**src/cascade_pkg.sv**
```systemverilog
//########################################
// shared header layout, codes and key-size helpers for the cascade engine
// imported by wildcard in every design module that needs them
//########################################
package cascade_pkg;

    // fifo and key word width
    localparam int WORD_W = 32;
    // sifted-key ram word width
    localparam int RAM_W = 64;

    localparam int ERR_CNT_W = 15;
    localparam int LEAK_W = 16;
    localparam int ROW_W = 4;

    // message type of every header alice writes
    localparam logic [3:0] MSG_A2B_CORRECT_PARITY = 4'd3;
    // length code of a closing header after a clean comparison
    localparam logic [3:0] LEN_CODE_257 = 4'd1;

    // parity types, bit 2 marks top level
    localparam logic [2:0] PT_NORMAL = 3'b000;
    localparam logic [2:0] PT_TOP_MESSAGE = 3'b100;
    localparam logic [2:0] PT_FIRST_TOP_MESSAGE = 3'b101;
    localparam logic [2:0] PT_TOP_COMPARE = 3'b110;
    localparam logic [2:0] PT_TOP_CORRECT = 3'b111;

    typedef struct packed {
        logic [3:0] msg_type;
        logic [3:0] len_code;
        logic [8:0] depth;
        logic [2:0] ptype;
        logic [2:0] shuffle_set;
        logic [3:0] row;
        logic [4:0] tag;
    } hdr_t;

    // index width, never below one bit
    function automatic int idx_w(input int n);
        return (n > 1) ? $clog2(n) : 1;
    endfunction

    // 32-bit words in the key
    function automatic int word_cnt(input int key_len);
        return key_len / WORD_W;
    endfunction

    // 64-bit ram entries per frame
    function automatic int ram_depth(input int key_len);
        return key_len / RAM_W;
    endfunction

    // rows whose vector still holds at least one word
    function automatic int row_cnt(input int key_len);
        return $clog2(key_len / WORD_W) + 1;
    endfunction

    // bank bit, frame round, entry number
    function automatic int ram_addr_w(input int key_len, input int round_w);
        return 1 + round_w + idx_w(ram_depth(key_len));
    endfunction

endpackage

```
**src/key_if.sv**
```systemverilog
//########################################
// key write and parity-word read path
// loader writes, responder reads, store serves both
//########################################
`timescale 1ns/1ps

interface key_if
    import cascade_pkg::*;
#(
    parameter int KEY_LEN = 1024
);

    localparam int WIDX_W = idx_w(word_cnt(KEY_LEN));

    // write side, one word per strobe
    logic              wr_en;
    logic [WIDX_W-1:0] wr_idx;
    logic [WORD_W-1:0] wr_word;

    // read side, rd_word is combinational
    logic [ROW_W-1:0]  rd_row;
    logic [WIDX_W-1:0] rd_idx;
    logic [WORD_W-1:0] rd_word;

    modport writer (output wr_en, wr_idx, wr_word);
    modport reader (output rd_row, rd_idx, input rd_word);
    modport store (input wr_en, wr_idx, wr_word, rd_row, rd_idx, output rd_word);

endinterface

```
**src/alice_cascade_top.sv**
```systemverilog
//########################################
// alice cascade engine, ram and fifo ports
//########################################
`timescale 1ns/1ps

module alice_cascade_top
    import cascade_pkg::*;
#(
    parameter int KEY_LEN = 1024,
    parameter int ROUND_W = 2
) (
    input  logic                                    clk,
    input  logic                                    rst_n,
    input  logic                                    start_i,
    input  logic                                    key_bank_i,
    input  logic [ROUND_W-1:0]                      frame_round_i,
    output logic [ram_addr_w(KEY_LEN, ROUND_W)-1:0] bram_addr_o,
    input  logic [RAM_W-1:0]                        bram_dout_i,
    input  logic [WORD_W-1:0]                       b2a_dout_i,
    input  logic                                    b2a_empty_i,
    output logic                                    b2a_rd_en_o,
    output logic                                    a2b_wr_en_o,
    output logic [WORD_W-1:0]                       a2b_din_o,
    output logic [ERR_CNT_W-1:0]                    frame_error_count_o,
    output logic [LEAK_W-1:0]                       frame_leaked_info_o,
    output logic                                    frame_param_valid_o,
    output logic                                    cascade_finish_o,
    output logic [KEY_LEN-1:0]                      corrected_key_o
);

    logic load_en;
    logic load_done;
    logic hdr_rd;
    logic reply_en;
    logic reply_done;
    logic frame_settle;
    logic settled_ok;

    key_if #(.KEY_LEN(KEY_LEN)) i_key_if ();

    cascade_sequencer i_cascade_sequencer (
        .clk            (clk),
        .rst_n          (rst_n),
        .start_i        (start_i),
        .b2a_empty_i    (b2a_empty_i),
        .load_done_i    (load_done),
        .reply_done_i   (reply_done),
        .settled_ok_i   (settled_ok),
        .load_en_o      (load_en),
        .hdr_rd_o       (hdr_rd),
        .reply_en_o     (reply_en),
        .frame_settle_o (frame_settle),
        .param_valid_o  (frame_param_valid_o),
        .finish_o       (cascade_finish_o)
    );

    sifted_key_loader #(.KEY_LEN(KEY_LEN), .ROUND_W(ROUND_W)) i_sifted_key_loader (
        .clk           (clk),
        .rst_n         (rst_n),
        .load_en_i     (load_en),
        .key_bank_i    (key_bank_i),
        .frame_round_i (frame_round_i),
        .bram_addr_o   (bram_addr_o),
        .bram_dout_i   (bram_dout_i),
        .load_done_o   (load_done),
        .kif           (i_key_if.writer)
    );

    key_parity_store #(.KEY_LEN(KEY_LEN)) i_key_parity_store (
        .clk             (clk),
        .rst_n           (rst_n),
        .kif             (i_key_if.store),
        .corrected_key_o (corrected_key_o)
    );

    parity_responder #(.KEY_LEN(KEY_LEN)) i_parity_responder (
        .clk                 (clk),
        .rst_n               (rst_n),
        .hdr_rd_i            (hdr_rd),
        .reply_en_i          (reply_en),
        .frame_settle_i      (frame_settle),
        .finish_i            (cascade_finish_o),
        .b2a_dout_i          (b2a_dout_i),
        .b2a_rd_en_o         (b2a_rd_en_o),
        .a2b_wr_en_o         (a2b_wr_en_o),
        .a2b_din_o           (a2b_din_o),
        .reply_done_o        (reply_done),
        .settled_ok_o        (settled_ok),
        .frame_error_count_o (frame_error_count_o),
        .frame_leaked_info_o (frame_leaked_info_o),
        .kif                 (i_key_if.reader)
    );

endmodule

```
**src/cascade_sequencer.sv**
```systemverilog
//########################################
// control FSM: load, serve requests, close the frame
//########################################
`timescale 1ns/1ps

module cascade_sequencer (
    input  logic clk,
    input  logic rst_n,
    input  logic start_i,
    input  logic b2a_empty_i,
    input  logic load_done_i,
    input  logic reply_done_i,
    input  logic settled_ok_i,
    output logic load_en_o,
    output logic hdr_rd_o,
    output logic reply_en_o,
    output logic frame_settle_o,
    output logic param_valid_o,
    output logic finish_o
);

    typedef enum logic [3:0] {
        S_IDLE,
        S_LOAD,
        S_WAIT_HDR,
        S_READ_HDR,
        S_SETUP,
        S_REPLY,
        S_SETTLE,
        S_PARAM_OUT,
        S_END
    } state_t;

    state_t state;
    state_t state_nxt;

    always_ff @(posedge clk) begin
        if (!rst_n) begin
            state <= S_IDLE;
        end else begin
            state <= state_nxt;
        end
    end

    always_comb begin
        state_nxt = state;
        case (state)
            S_IDLE: begin
                if (start_i) begin
                    state_nxt = S_LOAD;
                end
            end
            S_LOAD: begin
                if (load_done_i) begin
                    state_nxt = S_WAIT_HDR;
                end
            end
            // empty flag stands in for read-valid
            S_WAIT_HDR: begin
                if (!b2a_empty_i) begin
                    state_nxt = S_READ_HDR;
                end
            end
            S_READ_HDR: state_nxt = S_SETUP;
            S_SETUP:    state_nxt = S_REPLY;
            S_REPLY: begin
                if (reply_done_i) begin
                    state_nxt = S_SETTLE;
                end
            end
            S_SETTLE:    state_nxt = settled_ok_i ? S_PARAM_OUT : S_WAIT_HDR;
            S_PARAM_OUT: state_nxt = S_END;
            S_END:       state_nxt = S_IDLE;
            default:     state_nxt = S_IDLE;
        endcase
    end

    assign load_en_o = (state == S_LOAD);
    assign hdr_rd_o = (state == S_READ_HDR);
    assign reply_en_o = (state == S_REPLY);
    assign frame_settle_o = (state == S_SETTLE);
    assign param_valid_o = (state == S_PARAM_OUT);
    assign finish_o = (state == S_END);

endmodule

```
**src/key_parity_store.sv**
```systemverilog
//########################################
// key register and its parity tree
// serves one left-aligned parity word per row and word index
//########################################
`timescale 1ns/1ps

module key_parity_store
    import cascade_pkg::*;
#(
    parameter int KEY_LEN = 1024
) (
    input  logic               clk,
    input  logic               rst_n,
    key_if.store               kif,
    output logic [KEY_LEN-1:0] corrected_key_o
);

    localparam int N_ROWS = row_cnt(KEY_LEN);

    logic [KEY_LEN-1:0] key_q;
    logic [KEY_LEN-1:0] aligned [1:N_ROWS];

    // word 0 is the most significant word
    always_ff @(posedge clk) begin
        if (!rst_n) begin
            key_q <= '0;
        end else if (kif.wr_en) begin
            key_q[KEY_LEN-1-WORD_W*int'(kif.wr_idx) -: WORD_W] <= kif.wr_word;
        end
    end

    assign corrected_key_o = key_q;

    // row r bit j covers key bits j*2^(r-1) upward over 2^(r-1) bits
    for (genvar r = 1; r <= N_ROWS; r++) begin : g_row
        localparam int SPAN = 1 << (r - 1);
        localparam int W = KEY_LEN >> (r - 1);

        logic [W-1:0] vec;

        for (genvar j = 0; j < W; j++) begin : g_bit
            assign vec[j] = ^key_q[j*SPAN +: SPAN];
        end

        // left-aligned, zeros below
        assign aligned[r] = KEY_LEN'(vec) << (KEY_LEN - W);
    end

    always_comb begin
        logic [KEY_LEN-1:0] row_sel;

        row_sel = '0;
        for (int r = 1; r <= N_ROWS; r++) begin
            if (int'(kif.rd_row) == r) begin
                row_sel = aligned[r];
            end
        end
        // unused rows read as zero
        kif.rd_word = row_sel[KEY_LEN-1-WORD_W*int'(kif.rd_idx) -: WORD_W];
    end

endmodule

```
**src/parity_responder.sv**
```systemverilog
//########################################
// answers one parity request from bob and keeps the frame totals
// driven by the sequencer's header, reply, settle and finish controls
//########################################
`timescale 1ns/1ps

module parity_responder
    import cascade_pkg::*;
#(
    parameter int KEY_LEN = 1024
) (
    input  logic                 clk,
    input  logic                 rst_n,
    input  logic                 hdr_rd_i,
    input  logic                 reply_en_i,
    input  logic                 frame_settle_i,
    input  logic                 finish_i,
    input  logic [WORD_W-1:0]    b2a_dout_i,
    output logic                 b2a_rd_en_o,
    output logic                 a2b_wr_en_o,
    output logic [WORD_W-1:0]    a2b_din_o,
    output logic                 reply_done_o,
    output logic                 settled_ok_o,
    output logic [ERR_CNT_W-1:0] frame_error_count_o,
    output logic [LEAK_W-1:0]    frame_leaked_info_o,
    key_if.reader                kif
);

    localparam int WORD_CNT = word_cnt(KEY_LEN);
    localparam int WIDX_W = idx_w(WORD_CNT);
    localparam int CNT_W = WIDX_W + 2;

    hdr_t                 hdr_q;
    logic [CNT_W-1:0]     cnt;
    logic [CNT_W-1:0]     depth_eff;
    logic [ERR_CNT_W-1:0] pkt_err;
    logic                 top;
    logic                 open_phase;
    logic                 word_phase;
    logic                 close_phase;
    logic [WORD_W-1:0]    reply_word;
    hdr_t                 open_hdr;
    hdr_t                 close_hdr;
    logic [LEAK_W-1:0]    leak_sum;

    always_ff @(posedge clk) begin
        if (!rst_n) begin
            hdr_q <= '0;
        end else if (hdr_rd_i) begin
            hdr_q <= hdr_t'(b2a_dout_i);
        end
    end

    assign top = hdr_q.ptype[2];
    // depth used directly, capped at the key's word count
    assign depth_eff = (int'(hdr_q.depth) > WORD_CNT) ? CNT_W'(WORD_CNT) : CNT_W'(hdr_q.depth);

    // 0 opening header, 1..depth words, depth+1 closing header
    always_ff @(posedge clk) begin
        if (!rst_n) begin
            cnt <= '0;
        end else if (reply_en_i) begin
            cnt <= cnt + 1'b1;
        end else begin
            cnt <= '0;
        end
    end

    assign open_phase = reply_en_i && (cnt == '0);
    assign word_phase = reply_en_i && (cnt != '0) && (cnt <= depth_eff);
    assign close_phase = reply_en_i && (cnt == depth_eff + 1'b1);
    assign reply_done_o = close_phase;

    assign kif.rd_row = hdr_q.row;
    assign kif.rd_idx = WIDX_W'(cnt - 1'b1);

    // top level sends alice's parity, normal masks it with bob's word
    assign reply_word = top ? kif.rd_word : (kif.rd_word & b2a_dout_i);

    always_comb begin
        open_hdr = hdr_q;
        open_hdr.msg_type = MSG_A2B_CORRECT_PARITY;
        if (top) begin
            open_hdr.ptype = PT_TOP_COMPARE;
            open_hdr.depth = hdr_q.depth + 1'b1;
        end else begin
            open_hdr.ptype = PT_NORMAL;
        end

        close_hdr = hdr_q;
        close_hdr.msg_type = MSG_A2B_CORRECT_PARITY;
        if (pkt_err == '0) begin
            close_hdr.len_code = LEN_CODE_257;
            close_hdr.depth = '0;
            close_hdr.ptype = PT_TOP_CORRECT;
        end else begin
            close_hdr.ptype = PT_TOP_MESSAGE;
        end
    end

    assign b2a_rd_en_o = hdr_rd_i || word_phase;
    assign a2b_wr_en_o = open_phase || word_phase || (close_phase && top);
    assign a2b_din_o = open_phase  ? WORD_W'(open_hdr)  :
                       close_phase ? WORD_W'(close_hdr) : reply_word;

    // mismatched parity bits of this packet
    always_ff @(posedge clk) begin
        if (!rst_n || hdr_rd_i) begin
            pkt_err <= '0;
        end else if (word_phase && top) begin
            pkt_err <= pkt_err + ERR_CNT_W'($countones(kif.rd_word ^ b2a_dout_i));
        end
    end

    assign settled_ok_o = (pkt_err == '0) && (hdr_q.ptype == PT_FIRST_TOP_MESSAGE);

    // bits revealed by the shuffle sets below this row
    always_comb begin
        leak_sum = '0;
        for (int s = 1; s <= 4; s++) begin
            if ((hdr_q.shuffle_set <= 3'd4) && (s <= int'(hdr_q.shuffle_set))
                    && (s <= int'(hdr_q.row))) begin
                leak_sum = leak_sum + LEAK_W'(KEY_LEN >> (int'(hdr_q.row) - s));
            end
        end
    end

    always_ff @(posedge clk) begin
        if (!rst_n || finish_i) begin
            frame_error_count_o <= '0;
            frame_leaked_info_o <= '0;
        end else if (frame_settle_i && top) begin
            frame_error_count_o <= frame_error_count_o + pkt_err;
            if (settled_ok_o) begin
                frame_leaked_info_o <= frame_leaked_info_o + leak_sum;
            end else begin
                frame_leaked_info_o <= frame_leaked_info_o
                                       + LEAK_W'(pkt_err) * LEAK_W'(hdr_q.row - 1'b1);
            end
        end
    end

endmodule

```
**src/sifted_key_loader.sv**
```systemverilog
//########################################
// copies one frame of sifted key from ram into the key store
// runs while load_en_i is high, flags load_done_o at the end
//########################################
`timescale 1ns/1ps

module sifted_key_loader
    import cascade_pkg::*;
#(
    parameter int KEY_LEN = 1024,
    parameter int ROUND_W = 2
) (
    input  logic                                      clk,
    input  logic                                      rst_n,
    input  logic                                      load_en_i,
    input  logic                                      key_bank_i,
    input  logic [ROUND_W-1:0]                        frame_round_i,
    output logic [ram_addr_w(KEY_LEN, ROUND_W)-1:0]   bram_addr_o,
    input  logic [RAM_W-1:0]                          bram_dout_i,
    output logic                                      load_done_o,
    key_if.writer                                     kif
);

    localparam int RAM_DEPTH = ram_depth(KEY_LEN);
    localparam int ENTRY_W = idx_w(RAM_DEPTH);
    localparam int WIDX_W = idx_w(word_cnt(KEY_LEN));
    localparam int CNT_W = ENTRY_W + 2;
    // one ram cycle plus the output register before the first word
    localparam int FIRST_WR = 2;
    localparam int LAST_WR = 2 * RAM_DEPTH + 1;
    localparam int DONE_CNT = LAST_WR + 2;

    logic [CNT_W-1:0] cnt;
    logic [RAM_W-1:0] dout_q;

    // two cycles per entry, one per half
    always_ff @(posedge clk) begin
        if (!rst_n) begin
            cnt <= '0;
        end else if (load_en_i) begin
            cnt <= cnt + 1'b1;
        end else begin
            cnt <= '0;
        end
    end

    always_ff @(posedge clk) begin
        dout_q <= bram_dout_i;
    end

    assign bram_addr_o = {key_bank_i, frame_round_i, cnt[ENTRY_W:1]};

    // even count takes the upper half, odd the lower
    assign kif.wr_en = load_en_i && (int'(cnt) >= FIRST_WR) && (int'(cnt) <= LAST_WR);
    assign kif.wr_idx = WIDX_W'(cnt - CNT_W'(FIRST_WR));
    assign kif.wr_word = cnt[0] ? dout_q[WORD_W-1:0] : dout_q[RAM_W-1:WORD_W];

    assign load_done_o = load_en_i && (int'(cnt) == DONE_CNT);

endmodule

```
**config.mk**
```make
export PLATFORM = sky130hd
export DESIGN_NAME = alice_cascade_top
export DESIGN_NICKNAME = d
export VERILOG_FILES = /design/src/cascade_pkg.sv /design/src/key_if.sv /design/src/alice_cascade_top.sv /design/src/cascade_sequencer.sv /design/src/key_parity_store.sv /design/src/parity_responder.sv /design/src/sifted_key_loader.sv
export SDC_FILE = /design/constraint.sdc
export NUM_CORES = 2
export LEC_CHECK = 0
export ABC_AREA = 0
export BUFFER_PORTS_ARGS = -buffer_cell sky130_fd_sc_hd__clkbuf_2
export CAP_MARGIN = 20
export CORE_MARGIN = 5
export CORE_UTILIZATION = 35
export CTS_CLUSTER_DIAMETER = 60
export CTS_CLUSTER_SIZE = 14
export DETAILED_ROUTE_END_ITERATION = 10
export PLACE_DENSITY_LB_ADDON = 0.08
export SKIP_CTS_REPAIR_TIMING = 1
export SYNTH_ARGS = -nofsm -noshare
export SYNTH_HDL_FRONTEND = slang
export SYNTH_HIERARCHICAL = 1
export SYNTH_SLANG_ARGS = --single-unit
export TNS_END_PERCENT = 1
```
**constraint.sdc**
```tcl
create_clock -name clk -period 10.4 [get_ports clk]
set_clock_uncertainty 0.05 [all_clocks]
set_input_delay 1.04 -clock clk [delete_from_list [all_inputs] [get_ports clk]]
set_output_delay 1.04 -clock clk [all_outputs]
set_load 0.005 [all_outputs]
```
; Word level (Yosys, flattened, before mapping)
; Index checks and enable logic that the tools add are counted.
[totals]
ff_bits = 1179
latchBits = 0
mem_bits_rw = 0
mem_bits_ro = 0
input_bits = 103
output_inout_bits = 1098
wordCells = 1161
mem_count = 0
[classes]
n_addsub = 52
mul = 1
div = 0
n_lt_le_gt_ge = 13
eq_ne = 21
n_shift = 7
n_mux = 27
bitwise_logic = 2
reduce_logical = 1024
[ops]
columns = cell, count
row1 = 1024-bit 2-to-1 mux, 6
row2 = "32-bit by 33-bit variable shift with 1055-bit output, first input constant", 1
row3 = 1055-bit by 11-bit indexed part select with 32-bit output, 1
row4 = 32-bit by 33-bit indexed part select with 1055-bit output, 1
row5 = 1024-bit bitwise mux, 1
row6 = 16-bit parity, 64
row7 = 2-bit parity, 512
row8 = 32-bit parity, 32
row9 = 4-bit parity, 256
row10 = 8-bit parity, 128
row11 = 15-bit adder, 17
row12 = 32-bit 2-to-1 mux, 4
row13 = "11-bit by 32-bit right shift with 16-bit output, first input constant", 4
row14 = 16-bit adder, 5
row15 = 16-bit 2-to-1 mux, 5
row16 = 32-bit negation with 33-bit output, 1
row17 = 1-bit by 1-bit adder with 2-bit output, 16
row18 = 32-bit bitwise AND, 1
row19 = 4-bit case mux with 8 select lines, 1
row20 = 32-bit XOR, 1
row21 = "4-bit by 3-bit == test with 1-bit output, second input constant", 6
row22 = "10-bit by 10-bit subtractor with 11-bit output, first input constant", 2
row23 = 1-bit logical AND, 19
row24 = "4-bit == test, second input constant", 4
row25 = other kinds (40), 59

; Depth between registers and ports, before layout
[depth]
ltp_word = 15
mapped_depth = 38
ltp_nobuf = 37

; Hierarchy
; Netlist, hierarchy kept.
[by_module_without_submodules]
columns = module, n_inst, cells_each, area_each_um2, seq_area_each_um2
row1 = key_parity_store, 1, 7937, 63616.0, 20499.7
row2 = parity_responder, 1, 1534, 12231.7, 1621.6
row3 = sifted_key_loader, 1, 148, 2113.3, 1401.3
row4 = cascade_sequencer, 1, 30, 264.0, 80.1

; Worst setup path after synthesis
; OpenSTA, ideal clock, no wires.
[synth_timing]
path_type = register to register
from = register i_parity_responder.cnt[0]
to = register i_parity_responder.pkt_err[14]
setup_time_ps = 128
arrival_time_ps = 8175
required_time_ps = 10222
slack_ps = 2047
path_stages_with_launch = 32
n_path_buf = 5
period_less_slack_ps = 8353
path_cell_list = dfxtp_1 -> inv_1 -> ha_1 -> inv_1 -> buf_2 -> buf_2 -> buf_2 -> clkbuf_1 -> clkbuf_1 -> mux4_2 -> a2111oi_0 -> a21oi_1 -> ha_1 -> inv_1 -> fa_1 -> fa_1 -> fa_1 -> fa_1 -> fa_1 -> fa_1 -> inv_1 -> fa_1 -> fa_1 -> a21o_1 -> a21oi_1 -> o21bai_1 -> a21oi_1 -> nor2b_1 -> o211ai_1 -> nor4_1 -> xnor2_1 -> nor2_1
[synth_between]
elab_chain_cells = 10
elab_cells_between_ends = 41
classes_between = add/sub (34) / order compare (1) / shift (1) / bitwise (1) / reduce/logical (4)
[synth_lines]
columns = item, line
row1 = "start, declared", parity_responder.sv:34  ; logic [CNT_W-1:0] cnt;
row2 = "start signal, assigned", parity_responder.sv:63  ; cnt <= cnt + 1'b1;
row3 = 5-bit by 1-bit subtractor with 5-bit output, parity_responder.sv:75  ; assign kif.rd_idx = WIDX_W'(cnt - 1'b1);
row4 = net i_key_if.rd_idx[0], key_if.sv:22  ; logic [WIDX_W-1:0] rd_idx;
row5 = 10-bit by 10-bit subtractor with 11-bit output, key_parity_store.sv:59  ; kif.rd_word = row_sel[KEY_LEN-1-WORD_W*int'(kif.rd_idx) -: WORD_W];
row6 = 1055-bit by 11-bit indexed part select with 32-bit output, key_parity_store.sv:59
row7 = net i_key_if.rd_word[26], key_if.sv:23  ; logic [WORD_W-1:0] rd_word;
row8 = 32-bit XOR, parity_responder.sv:111  ; pkt_err <= pkt_err + ERR_CNT_W'($countones(kif.rd_word ^ b2a_dout_i));
row9 = 1-bit by 1-bit adder with 2-bit output (implied by the code), parity_responder.sv:111
row10 = 15-bit adder (implied by the code) (4 in a row), parity_responder.sv:111
row11 = 15-bit adder, parity_responder.sv:111
row12 = "end signal, assigned", parity_responder.sv:111
row13 = "end, declared", parity_responder.sv:36  ; logic [ERR_CNT_W-1:0] pkt_err;
; The timed path passes the listed nets, and every way through them passes these cells.
; A chain may end at the register's enable or synchronous reset.

; Final worst setup path
[layout_timing]
from = register i_parity_responder.cnt[0]
to = register i_parity_responder.pkt_err[10]
; The elaborated chain is that of the path after synthesis.

==> key figures <==
STA
  • Peak Freq: 0.0980 GHz
  • RSZ-0062 raised after global routing: false
  • Final Cycle Share: 0.981
  • Final setup margin: 0.193 ns
  • Min Tclk post-route: 10.21 ns
  • Max Transition Viols Final: 0
  • Final Hold Viols: 0
  • Tightest Pin Transition: 1.49 ns
  • Rel. slew slack: 0.00714
  • Hold WS: 0.227 ns
  • Final setup fails: 0
  • Setup TNS: 0 ns

Synth
  • Yosys warnings: 6
  • Post-synthesis area per instance: 8.11 µm²
  • Async set-reset flop share out of synthesis: 0
  • Top_reg_cell synth: dfxtp_1
  • Seq/Total Area, Yosys: 0.302
  • Synthesized area: 78200 µm²
  • Synth cell types: 105
  • Number of synthesized flops with an enable pin: 0
  • Syn Nets: 10.0k
  • Yosys reg bits: 1179
  • Mapped Cells: 9649

Power and ir drop
  • Switch Pwr: 4.11 mW
  • Internal power: 7.95 mW
  • Maximum vdd drop: 0.160 mV
  • Combinational power share: 0.206
  • Sequential share of power: 0.381
  • PD cells: 129 nW/µm²
  • Sw frac: 0.341
  • Clock Power Share: 0.412
  • Tot Pwr: 12.1 mW
  • Pleak: 34.9 nW

Clock network
  • CTS tree: done
  • Clk_lat worst skew: 0.86 ns
  • H-tree levels: 4
  • Clock Sinks: 1179
  • Root Buffer: clkbuf_16
  • Clk slew on worst S/H paths: 0.07 ns
  • CTS max path bufs: 3
  • CTS Buf Count: 132

Final layout
  • Commonest cells after routing, fill and taps aside: nand2_1, clkbuf_2, dfxtp_1
  • Footprint of the multi-input gates: 51000 µm²
  • Commonest non-fill, non-tap cell in the layout: nand2_1
  • Share of cells above drive strength 1: 0.210
  • Storage element area: 23600 µm²
  • Fillcell total: 22.7k
  • Final #Nets: 11.0k
  • Post-route cell area: 93100 µm²
  • Synth-to-layout area growth: 19.1%

Floorplanning
  • Core Box Area: 222000 µm²
  • Die Wd: 483 µm
  • Die area: 233000 µm²
  • Std-Cell Rows: 173
  • Die Ht: 483 µm
  • I/O Pins: 1201
  • Initial Util: 0.352

Placed design
  • GPL Wtd Cong: 1.10
  • Worst slack, placed: 0.413 ns
  • PortBufs: 1194
  • Placed Area: 88600 µm²
  • HPWL Detailed: 469 mm

Worst hold path
  • Hold Path Depth: 1
  • Worst Hold Endpoint: i_sifted_key_loader/dout_q[23]
  • Hold path start: bram_dout_i[23]
  • Hold crit path type: in2reg

Drt
  • Antenna Nets Post-Route: 0
  • Vias per cell: 6.31
  • Routed WL: 593 mm
  • Drt drc: 0
  • Routed length per placed instance: 43.1 µm
  • Initial drt markers: 13.3k
  • Via count: 86.8k
  • Drt first pass iters: 8

Worst setup path
  • CP most frequent cell: fa_1
  • Crit path required time: 11.06 ns
  • Critical path buffer and inverter count: 6
  • R2R Path End: i_parity_responder/pkt_err[10]
  • Worst path max stage delay: 0.74 ns
  • Setup crit end kind: flip-flop
  • CP top delay family: adder cells
  • Worst Path Arrival: 10.87 ns
  • Worst R2R Start: i_parity_responder/cnt[0]
  • Worst r2r path cells: 32
  • Crit-path max FO: 15
  • Type of the worst setup path: reg2reg
  • Startpoint types: flip-flop
  • Cell at the slowest stage of the critical path: xor2_4
  • R2R setup slack: 0.19 ns

GRT
  • Initial antenna violation count: 48
  • Overflow after GRT: 0
  • Maximum number of pins on one net before global-route repair: 250
  • Vias in the first global route: 78.1k
  • GRT Total Usage: 0.485
  • First-pass GRT wire length: 766 mm

Job
  • MaxCap Viol Count: 0

Status
  • Outcome: complete, no violations
==> cell usage after synthesis, types with 19 or more instances <==
master | count | area [µm²]
nand2_1 | 2594 | 9740
dfxtp_1 | 1179 | 23600
a21boi_0 | 1029 | 7720
xnor2_1 | 702 | 6150
clkbuf_1 | 570 | 2140
nor2_1 | 465 | 1750
xor2_1 | 394 | 3450
a21oi_1 | 278 | 1390
o21ai_0 | 256 | 1280
mux4_2 | 230 | 5180
ha_1 | 167 | 2090
inv_1 | 150 | 563
o211ai_1 | 144 | 1080
mux2i_1 | 136 | 1360
buf_2 | 115 | 576
a211oi_1 | 101 | 758
nor3_1 | 97 | 485
fa_1 | 81 | 1620
nor2b_1 | 81 | 507
nand3_1 | 79 | 395
mux2_2 | 55 | 619
a221oi_1 | 50 | 438
o22ai_1 | 45 | 282
buf_4 | 43 | 323
a22oi_1 | 33 | 248
o221ai_1 | 31 | 272
nand2b_1 | 30 | 188
buf_1 | 29 | 109
or3_1 | 28 | 175
a32oi_1 | 27 | 236
a21o_1 | 24 | 180
and3_1 | 23 | 144
o21a_1 | 23 | 173
nand4_1 | 22 | 138
nor4_1 | 20 | 125
a2111oi_0 | 19 | 166
and2_1 | 19 | 119
o2111ai_1 | 19 | 166
o31ai_1 | 19 | 143
==> power groups by stage <==
stage | clock [mW] | combinational (mW) | sequential (mW)
floorplan | 0 | 1.47 | 4.67
global route | 5.16 | 2.56 | 4.60
global placement | 0 | 2.40 | 4.70
CTS | 4.99 | 2.40 | 4.60
finish | 4.97 | 2.49 | 4.60
detailed placement | 0 | 2.39 | 4.70
==> sequential cells by signal, indices dropped and copies added (netlist names) <==
name / flops
i_key_parity_store/corrected_key_o: 1024
i_parity_responder/close_hdr: 8
i_parity_responder/frame_leaked_info_o: 16
i_parity_responder/cnt: 7
i_parity_responder/pkt_err: 15
i_parity_responder/kif.rd_row: 4
i_cascade_sequencer/state: 4
i_sifted_key_loader/dout_q: 64
i_sifted_key_loader/cnt: 6
i_parity_responder/hdr_q: 16
i_parity_responder/frame_error_count_o: 15
==> worst max path at each step <==
stage / start / end / slack [ns] / cells after the start
3_5_place_dp: i_parity_responder/kif.rd_row[3] / i_parity_responder/pkt_err[10] / 0.41 / 28
3_3_place_gp: i_parity_responder/cnt[0] / i_parity_responder/pkt_err[12] / 0.33 / 32
5_1_grt: i_parity_responder/cnt[0] / i_parity_responder/pkt_err[10] / 0.11 / 29
4_1_cts: i_parity_responder/kif.rd_row[3] / i_parity_responder/pkt_err[10] / 0.44 / 28
2_1_floorplan: i_parity_responder/cnt[0] / i_parity_responder/pkt_err[14] / 2.05 / 31
6_report: i_parity_responder/cnt[0] / i_parity_responder/pkt_err[10] / 0.19 / 32
==> final cells by class <==
type                    instances  share of cell area
multi-input cells            7542               0.547
diodes                         34            0.000913
repair buffers               1657               0.104
clock buffers                 155              0.0378
flip-flops and latches       1179               0.253
inverters                     156             0.00650
well taps                    2975              0.0400
clock inverters                67             0.00964
==> through the flow <==
stage / cells / util
2_1_floorplan: 9649 / -
3_3_place_gp: 13500 / 0.398
3_5_place_dp: 13500 / 0.399
4_1_cts: 13700 / 0.418
5_1_grt: 13700 / 0.419
6_report: 13800 / 0.419
==> cell families after synthesis <==
logic type / synth area share
adders and majority gates: 0.0474
buffers and inverters: 0.0498
AOI/OAI and AO/OA: 0.203
muxes: 0.0920
and+or+nand+nor: 0.183
other: 0.0000479
DFF: 0.302
xor gates and xnor gates: 0.123
==> per-layer routing <==
metal,GRT usage,share of wire,up-vias
li1,-,-,35000
met1,0.622,0.39,43500
met2,0.700,0.41,6728
met3,0.152,0.12,1578
met4,0.320,0.085,24
met5,0.00225,0.00037,-
Note: power is estimated with default switching activity, not from simulation.
